--- src/logic/apu_pkg.sv ---
/* Register field layouts and lookup tables for one pulse channel.
   Field order in the structs follows the bit order of the NES register bytes. */
`default_nettype none

package apu_pkg;

	// Control register, address 0
	typedef struct packed {
		logic [1:0] duty;
		logic       halt_loop;
		logic       const_vol;
		logic [3:0] vol_period;
	} pulse_ctrl_t;

	// Sweep register, address 1
	typedef struct packed {
		logic       enable;
		logic [2:0] period;
		logic       negate;
		logic [2:0] shift;
	} sweep_ctrl_t;

	// Same write byte, read as control or sweep by address
	typedef union packed {
		pulse_ctrl_t ctrl;
		sweep_ctrl_t sweep;
		logic [7:0]  raw;
	} reg_data_u;

	typedef struct packed {
		pulse_ctrl_t ctrl;
		sweep_ctrl_t sweep;
		logic [10:0] timer;
	} pulse_regs_t;

	// Step 0 is the leftmost bit
	localparam logic [7:0] duty_table [4] = '{
		8'b0100_0000, 8'b0110_0000, 8'b0111_1000, 8'b1001_1111
	};

	localparam logic [7:0] length_table [32] = '{
		8'd10,  8'd254, 8'd20,  8'd2,  8'd40, 8'd4,  8'd80, 8'd6,
		8'd160, 8'd8,   8'd60,  8'd10, 8'd14, 8'd12, 8'd26, 8'd14,
		8'd12,  8'd16,  8'd24,  8'd18, 8'd48, 8'd20, 8'd96, 8'd22,
		8'd192, 8'd24,  8'd72,  8'd26, 8'd16, 8'd28, 8'd32, 8'd30
	};

	localparam logic [10:0] period_max = 11'h7FF;

endpackage

`default_nettype wire

--- src/logic/apu_frame_sequencer.sv ---
/* 4-step frame mode only, no frame interrupt.
   First quarter frame comes quarter_frame_cycles cycles after reset drops. */
`default_nettype none

module apu_frame_sequencer #(
	parameter int quarter_frame_cycles = 7457
) (
	input  wire logic cpu_clk,
	input  wire logic reset,
	output logic      quarter_frame,
	output logic      half_frame
);

	localparam int cnt_w = $clog2(quarter_frame_cycles);
	localparam logic [cnt_w-1:0] cnt_last = cnt_w'(quarter_frame_cycles - 1);

	logic [cnt_w-1:0] cycle_cnt;
	logic             phase;
	logic             wrap;

	assign wrap = (cycle_cnt == cnt_last);

	always_ff @(posedge cpu_clk) begin
		if (reset) begin
			cycle_cnt     <= '0;
			phase         <= 1'b0;
			quarter_frame <= 1'b0;
			half_frame    <= 1'b0;
		end else begin
			cycle_cnt     <= wrap ? '0 : cycle_cnt + 1'b1;
			quarter_frame <= wrap;
			// Every second quarter frame is also a half frame
			half_frame    <= wrap & phase;
			if (wrap)
				phase <= ~phase;
		end
	end

endmodule

`default_nettype wire

--- src/logic/apu_pulse_channel.sv ---
/* Single pulse channel, all blocks on cpu_clk with one-cycle enables.
   No mixer, no DAC. Sample is the raw 4-bit channel output. */
`default_nettype none

module apu_pulse_channel #(
	parameter int quarter_frame_cycles   = 7457,
	parameter bit negate_ones_complement = 1'b1
) (
	input  wire logic               cpu_clk,
	input  wire logic               reset,
	input  wire logic               reg_write,
	input  wire logic [1:0]         reg_addr,
	input  wire apu_pkg::reg_data_u reg_data,
	output logic [3:0]              sample,
	output logic                    active
);

	import apu_pkg::*;

	pulse_regs_t regs;
	logic        sweep_reload;
	logic        timer_reload;
	logic        channel_restart;
	logic [4:0]  length_index;
	logic        quarter_frame;
	logic        half_frame;
	logic        step_tick;
	logic        mute;
	logic [3:0]  volume;

	apu_frame_sequencer #(
		.quarter_frame_cycles(quarter_frame_cycles)
	) u_frame_seq (
		.cpu_clk      (cpu_clk),
		.reset        (reset),
		.quarter_frame(quarter_frame),
		.half_frame   (half_frame)
	);

	apu_pulse_regs u_regs (
		.cpu_clk        (cpu_clk),
		.reset          (reset),
		.reg_write      (reg_write),
		.reg_addr       (reg_addr),
		.reg_data       (reg_data),
		.regs           (regs),
		.sweep_reload   (sweep_reload),
		.timer_reload   (timer_reload),
		.channel_restart(channel_restart),
		.length_index   (length_index)
	);

	apu_sweep_timer_unit #(
		.negate_ones_complement(negate_ones_complement)
	) u_sweep_timer (
		.cpu_clk     (cpu_clk),
		.reset       (reset),
		.regs        (regs),
		.timer_reload(timer_reload),
		.sweep_reload(sweep_reload),
		.half_frame  (half_frame),
		.step_tick   (step_tick),
		.mute        (mute)
	);

	apu_pulse_envelope u_envelope (
		.cpu_clk        (cpu_clk),
		.reset          (reset),
		.regs           (regs),
		.channel_restart(channel_restart),
		.quarter_frame  (quarter_frame),
		.volume         (volume)
	);

	apu_pulse_sequencer u_sequencer (
		.cpu_clk        (cpu_clk),
		.reset          (reset),
		.regs           (regs),
		.channel_restart(channel_restart),
		.length_index   (length_index),
		.step_tick      (step_tick),
		.half_frame     (half_frame),
		.mute           (mute),
		.volume         (volume),
		.sample         (sample),
		.active         (active)
	);

endmodule

`default_nettype wire

--- src/logic/apu_pulse_envelope.sv ---
/* Start flag is serviced on the next quarter frame after a restart.
   Volume output is combinational from stored state. */
`default_nettype none

module apu_pulse_envelope (
	input  wire logic                 cpu_clk,
	input  wire logic                 reset,
	input  wire apu_pkg::pulse_regs_t regs,
	input  wire logic                 channel_restart,
	input  wire logic                 quarter_frame,
	output logic [3:0]                volume
);

	logic       start_flag;
	logic [3:0] env_div;
	logic [3:0] decay;

	always_ff @(posedge cpu_clk) begin
		if (reset) begin
			start_flag <= 1'b0;
			env_div    <= '0;
			decay      <= '0;
		end else begin
			if (quarter_frame) begin
				if (start_flag) begin
					start_flag <= 1'b0;
					decay      <= 4'd15;
					env_div    <= regs.ctrl.vol_period;
				end else if (env_div == 4'd0) begin
					env_div <= regs.ctrl.vol_period;
					if (decay != 4'd0)
						decay <= decay - 4'd1;
					else if (regs.ctrl.halt_loop)
						decay <= 4'd15;
				end else begin
					env_div <= env_div - 4'd1;
				end
			end
			// A restart in the same cycle waits for the next quarter frame
			if (channel_restart)
				start_flag <= 1'b1;
		end
	end

	assign volume = regs.ctrl.const_vol ? regs.ctrl.vol_period : decay;

endmodule

`default_nettype wire

--- src/logic/apu_pulse_regs.sv ---
/* Writes are always accepted, one per cycle at most.
   Strobes go high for exactly one cycle, the cycle after the write. */
`default_nettype none

module apu_pulse_regs (
	input  wire logic              cpu_clk,
	input  wire logic              reset,
	input  wire logic              reg_write,
	input  wire logic [1:0]        reg_addr,
	input  wire apu_pkg::reg_data_u reg_data,
	output apu_pkg::pulse_regs_t   regs,
	output logic                   sweep_reload,
	output logic                   timer_reload,
	output logic                   channel_restart,
	output logic [4:0]             length_index
);

	//============================================================
	// Stored fields and strobes
	//============================================================
	always_ff @(posedge cpu_clk) begin
		if (reset) begin
			regs            <= '0;
			sweep_reload    <= 1'b0;
			timer_reload    <= 1'b0;
			channel_restart <= 1'b0;
		end else begin
			sweep_reload    <= reg_write && (reg_addr == 2'd1);
			timer_reload    <= reg_write && reg_addr[1];
			channel_restart <= reg_write && (reg_addr == 2'd3);
			if (reg_write) begin
				case (reg_addr)
					2'd0: regs.ctrl <= reg_data.ctrl;
					2'd1: regs.sweep <= reg_data.sweep;
					2'd2: regs.timer[7:0] <= reg_data.raw;
					// Timer high bits share the byte with the length index
					2'd3: regs.timer[10:8] <= reg_data.raw[2:0];
				endcase
			end
		end
	end

	// Only meaningful alongside channel_restart
	always_ff @(posedge cpu_clk) begin
		if (reg_write && (reg_addr == 2'd3))
			length_index <= reg_data.raw[7:3];
	end

endmodule

`default_nettype wire

--- src/logic/apu_pulse_sequencer.sv ---
/* Length loads on every restart, there is no channel enable register.
   Sample is registered, one cycle behind its inputs. */
`default_nettype none

module apu_pulse_sequencer (
	input  wire logic                 cpu_clk,
	input  wire logic                 reset,
	input  wire apu_pkg::pulse_regs_t regs,
	input  wire logic                 channel_restart,
	input  wire logic [4:0]           length_index,
	input  wire logic                 step_tick,
	input  wire logic                 half_frame,
	input  wire logic                 mute,
	input  wire logic [3:0]           volume,
	output logic [3:0]                sample,
	output logic                      active
);

	import apu_pkg::*;

	logic [2:0] step;
	logic [7:0] length_cnt;
	logic       duty_bit;

	// Leftmost pattern bit is step 0
	assign duty_bit = duty_table[regs.ctrl.duty][3'd7 - step];
	assign active = (length_cnt != 8'd0);

	//============================================================
	// Duty step and length counter
	//============================================================
	always_ff @(posedge cpu_clk) begin
		if (reset) begin
			step       <= '0;
			length_cnt <= '0;
		end else begin
			if (channel_restart)
				step <= '0;
			else if (step_tick)
				step <= step + 3'd1;

			if (channel_restart)
				length_cnt <= length_table[length_index];
			else if (half_frame && active && !regs.ctrl.halt_loop)
				length_cnt <= length_cnt - 8'd1;
		end
	end

	always_ff @(posedge cpu_clk) begin
		if (reset)
			sample <= '0;
		else
			sample <= (duty_bit && active && !mute) ? volume : 4'd0;
	end

endmodule

`default_nettype wire

--- src/logic/apu_sweep_timer_unit.sv ---
/* Period changes from sweep land at the next timer wrap, writes restart the timer.
   negate_ones_complement = 1 gives pulse 1 behaviour, 0 gives pulse 2. */
`default_nettype none

module apu_sweep_timer_unit #(
	parameter bit negate_ones_complement = 1'b1
) (
	input  wire logic                 cpu_clk,
	input  wire logic                 reset,
	input  wire apu_pkg::pulse_regs_t regs,
	input  wire logic                 timer_reload,
	input  wire logic                 sweep_reload,
	input  wire logic                 half_frame,
	output logic                      step_tick,
	output logic                      mute
);

	import apu_pkg::*;

	logic [10:0] current_period;
	logic [10:0] change;
	logic [11:0] target;
	logic        target_over;
	logic        sweep_apply;
	logic [2:0]  sweep_div;
	logic        sweep_reload_pend;
	logic [10:0] timer_cnt;
	logic        timer_half;

	//============================================================
	// Sweep target and mute
	//============================================================
	always_comb begin
		change = current_period >> regs.sweep.shift;
		if (regs.sweep.negate)
			target = {1'b0, current_period} - {1'b0, change}
				- {11'd0, negate_ones_complement};
		else
			target = {1'b0, current_period} + {1'b0, change};
	end

	// Negate never pushes the target over the top
	assign target_over = !regs.sweep.negate && (target > {1'b0, period_max});
	assign mute = (current_period < 11'd8) || target_over;

	assign sweep_apply = half_frame && (sweep_div == 3'd0) && regs.sweep.enable
		&& (regs.sweep.shift != 3'd0) && !mute;

	always_ff @(posedge cpu_clk) begin
		if (reset) begin
			current_period    <= '0;
			sweep_div         <= '0;
			sweep_reload_pend <= 1'b0;
		end else begin
			if (timer_reload)
				current_period <= regs.timer;
			else if (sweep_apply)
				current_period <= target[10:0];

			if (half_frame) begin
				if ((sweep_div == 3'd0) || sweep_reload_pend) begin
					sweep_div         <= regs.sweep.period;
					sweep_reload_pend <= 1'b0;
				end else begin
					sweep_div <= sweep_div - 3'd1;
				end
			end
			if (sweep_reload)
				sweep_reload_pend <= 1'b1;
		end
	end

	//============================================================
	// Timer, two wraps per sequencer step
	//============================================================
	always_ff @(posedge cpu_clk) begin
		if (reset) begin
			timer_cnt  <= '0;
			timer_half <= 1'b0;
			step_tick  <= 1'b0;
		end else begin
			step_tick <= (timer_cnt == 11'd0) && timer_half;
			if (timer_reload) begin
				timer_cnt  <= regs.timer;
				timer_half <= 1'b0;
			end else if (timer_cnt == 11'd0) begin
				timer_cnt  <= current_period;
				timer_half <= ~timer_half;
			end else begin
				timer_cnt <= timer_cnt - 11'd1;
			end
		end
	end

endmodule

`default_nettype wire

--- config.mk ---
export PLATFORM = sky130hd
export DESIGN_NAME = apu_pulse_channel
export DESIGN_NICKNAME = d
export VERILOG_FILES = /design/src/logic/apu_pkg.sv /design/src/logic/apu_frame_sequencer.sv /design/src/logic/apu_pulse_channel.sv /design/src/logic/apu_pulse_envelope.sv /design/src/logic/apu_pulse_regs.sv /design/src/logic/apu_pulse_sequencer.sv /design/src/logic/apu_sweep_timer_unit.sv
export SDC_FILE = /design/constraint.sdc
export NUM_CORES = 1
export LEC_CHECK = 0
export BUFFER_PORTS_ARGS = -buffer_cell sky130_fd_sc_hd__buf_4
export CORE_AREA = 10 10 119 111
export CTS_BUF_LIST = sky130_fd_sc_hd__clkbuf_4
export CTS_CLUSTER_SIZE = 30
export DETAILED_ROUTE_END_ITERATION = 8
export DIE_AREA = 0 0 129 121
export GPL_ROUTABILITY_DRIVEN = 0
export PLACE_DENSITY = 0.74
export SYNTH_ARGS = -nofsm -noshare
export SYNTH_HDL_FRONTEND = slang
export SYNTH_SLANG_ARGS = --single-unit
--- constraint.sdc ---
create_clock -name cpu_clk -period 6.2 [get_ports cpu_clk]
set_input_delay 0 -clock cpu_clk [delete_from_list [all_inputs] [get_ports cpu_clk]]
set_output_delay 0 -clock cpu_clk [all_outputs]
set_load 0.005 [all_outputs]
==> results.yml <==
detailed_routing:
  dr.pass1.iters: 5
  routed_wl_um: 14200
  drc_errors: 0
  wl_per_cell_um: 15.9
  first_iter_violations: 508
  dr_total_vias: 5267
  antenna_left: 0
  via_per_inst: 5.87
grt:
  grt_usage_pct: 18.5
  grt_max_degree: 84
  grt_pass1_wl_um: 23900
  grt_pass1_vias: 4979
  overflow: 0
  grt_antenna_before_repair: 1
status:
  status: "completed"
floorplan:
  core.rowCount: 36
  fp.coreArea_um2: 10600
  dieArea_um2: 15600
  io_pins: 18
  initial_core_util_pct: 59.2
  die_y_um: 121
  die_x_um: 129
layout:
  drive_gt1_share_pct: 7.08
  stdcell_area_um2: 6690
  final_common_cell: "nor2_1"
  mostFrequentLayoutCells: "nor2_1 (105), dfxtp_1 (98), nand2_1 (62)"
  nNetsFinal: 817
  synthToLayoutAreaGrowth_pct: 6.28
sta:
  max_freq_ghz: 0.264
  slew_headroom_pct: 32.4
  setup_viol: 0
  rsz0062_at_grt: "no"
  fin_crit_ns: 3.79
  final.setup.tns_ns: 0
  slew_violations: 0
  skew_ns: 0.0185
  hold_viol: 0
  tightestPinTransition_ns: 1.01
  period_share_pct: 61.1
  worst_slack_ns: 2.41
setup_path:
  cp_max_fo: 19
  arrival_ns: 4.15
  cp-start-kind: "register"
  worst-setup-path-type: "register to register"
  critPathCaptureType: "register"
  r2r_start: "u_regs.regs[12]"
  startpoint: "u_regs.regs[12]"
  required_ns: 6.56
job:
  cap_violations: 0
pwr:
  peakVddDrop_v: 0.000137
  p_per_area_nw_per_um2: 222
  p_leak_nw: 2.74
  power.total_mw: 1.48
clock_tree:
  cts-resized-gates: 0
  clk_pin_slew_worst_paths_ns: 0.15
  cts_hold_buf: 11
  htreeDepth: 3
  postCtsSetupRepairBufs: 0
  clk_latency_ns: 0.46
  root_buffer: "clkbuf_4"
  cts_inserted_buffers: 9
  tritoncts: "yes"
  cts_sinks: 103
  clockBufferDepth: 2
place:
  dpl_cell_area_um2: 6430
  dp_hpwl_um: 10400
  portBuffers: 17
  post-place-ws_ns: 2.48
synthesis:
  synth_ff_type: "dfxtp_1"
  avgSynthCellArea_um2: 8.29
  synthesis.area_um2: 6290
  synth_top_area_share_pct: 31.2
  syn-num-nets: 817
  ys_seq_area_share_pct: 33.6
  synthCells: 759
  synth_edf_count: 5
  ys_top_cells_by_area: "dfxtp_1 (31%), ha_1 (8.5%), mux2i_1 (7.2%)"
  ys.warnings.count: 0
  ys_ff_latch: 103
  netlist.top_cell.by_area: "dfxtp_1"
  ys_types: 68
  async_reset_ff_share_pct: 0
worst_hold_path:
  hp-class: "primary input to register"
  hp-start: "reset"
critical path, stage by stage, from the launching register on:
cell and delay, ns:
dfxtp_1 0.78, nor2b_1 0.10, a211oi_1 0.25, a21oi_1 0.08, a21oi_1 0.43, ha_1 0.34
nand2b_1 0.17, a221oi_1 0.45, o311ai_1 0.18, nand3_2 0.30, nor3_1 0.16, a221o_2 0.43
final timing paths:
kind	endpoint	slack, ns	depth (start not counted)
worst max-delay path	u_sweep_timer.current_period[7]	2.41	11
worst min-delay path	u_sweep_timer.sweep_div[1]	0.11	2
worst max register to register	u_sweep_timer.current_period[7]	2.41	11
worst min register to register	u_sweep_timer.sweep_reload_pend	0.47	2
Yosys cell counts, types with 7 or more instances:
library cell  number
clkbuf_1          23
nand2_1           62
nor3b_1            9
nand3_1           18
nor2b_1           14
o211ai_1          11
a211oi_1          20
nor3_1            21
inv_1             48
o21ai_0           27
nor2_1           105
buf_1             10
ha_1              43
xor2_1            17
dfxtp_1           98
a21oi_1           57
nand2b_1           7
mux2i_1           45
xnor2_1           19
a21o_1             8
sequential cells by signal, indices dropped and copies added, names as in the netlist, 3 cells and up:
name                          cells
u_sweep_timer.current_period     11
u_envelope.env_div                4
u_sweep_timer.sweep_div           3
u_sequencer.sample                4
u_regs.regs                      27
u_envelope.decay                  4
u_regs.length_index               5
u_sequencer.step                  3
u_sweep_timer.timer_cnt          11
u_sequencer.length_cnt            8
u_frame_seq.cycle_cnt            13
area by class of cell:
class | instances | area [µm²]
fillers | 923 | 3940
inverters | 49 | 184
diodes | 1 | 2.50
clock inverters | 5 | 73.8
clock buffers | 10 | 75.1
repair buffers | 30 | 253
well taps | 133 | 166
multi-input cells | 566 | 3820
flip-flops and latches | 103 | 2110
per-stage QoR:
| step | hold WS (ns) | util, % | std cells |
|---|---|---|---|
| after floorplan | 0.0989 | - | 759 |
| after global placement | 0.227 | 60.5 | 870 |
| after detailed placement | 0.226 | 60.5 | 870 |
| after CTS | 0.0860 | 62.9 | 896 |
| after global routing | 0.109 | 62.9 | 897 |
| final | 0.111 | 62.9 | 897 |
power by group:
part / internal (mW) / leakage, nW / switching [mW]
clock network: 0.164 / 0.0837 / 0.207
registers: 0.709 / 0.841 / 0.0465
logic: 0.159 / 1.82 / 0.198
cell families (layout without fill, tap and decap cells):
family,Yosys count,in the layout,share of synthesized area [%]
adders and majority gates,45,45,9.18
DFF,103,103,33.6
muxes,49,49,8.29
buffers and inverters,90,94,5.70
xor gates and xnor gates,36,36,5.01
and+or+nand+nor,272,272,20.9
AOI/OAI and AO/OA,164,164,17.4
other,0,1,0
layer usage:
layer,GRT usage [%],routed length [µm],part of all wire [%]
met5,0,0,0
met4,4.26,193,1.4
met3,4.15,556,3.9
met2,30.7,6810,48
met1,23.9,6690,47
(Power assumes the default switching activity.)
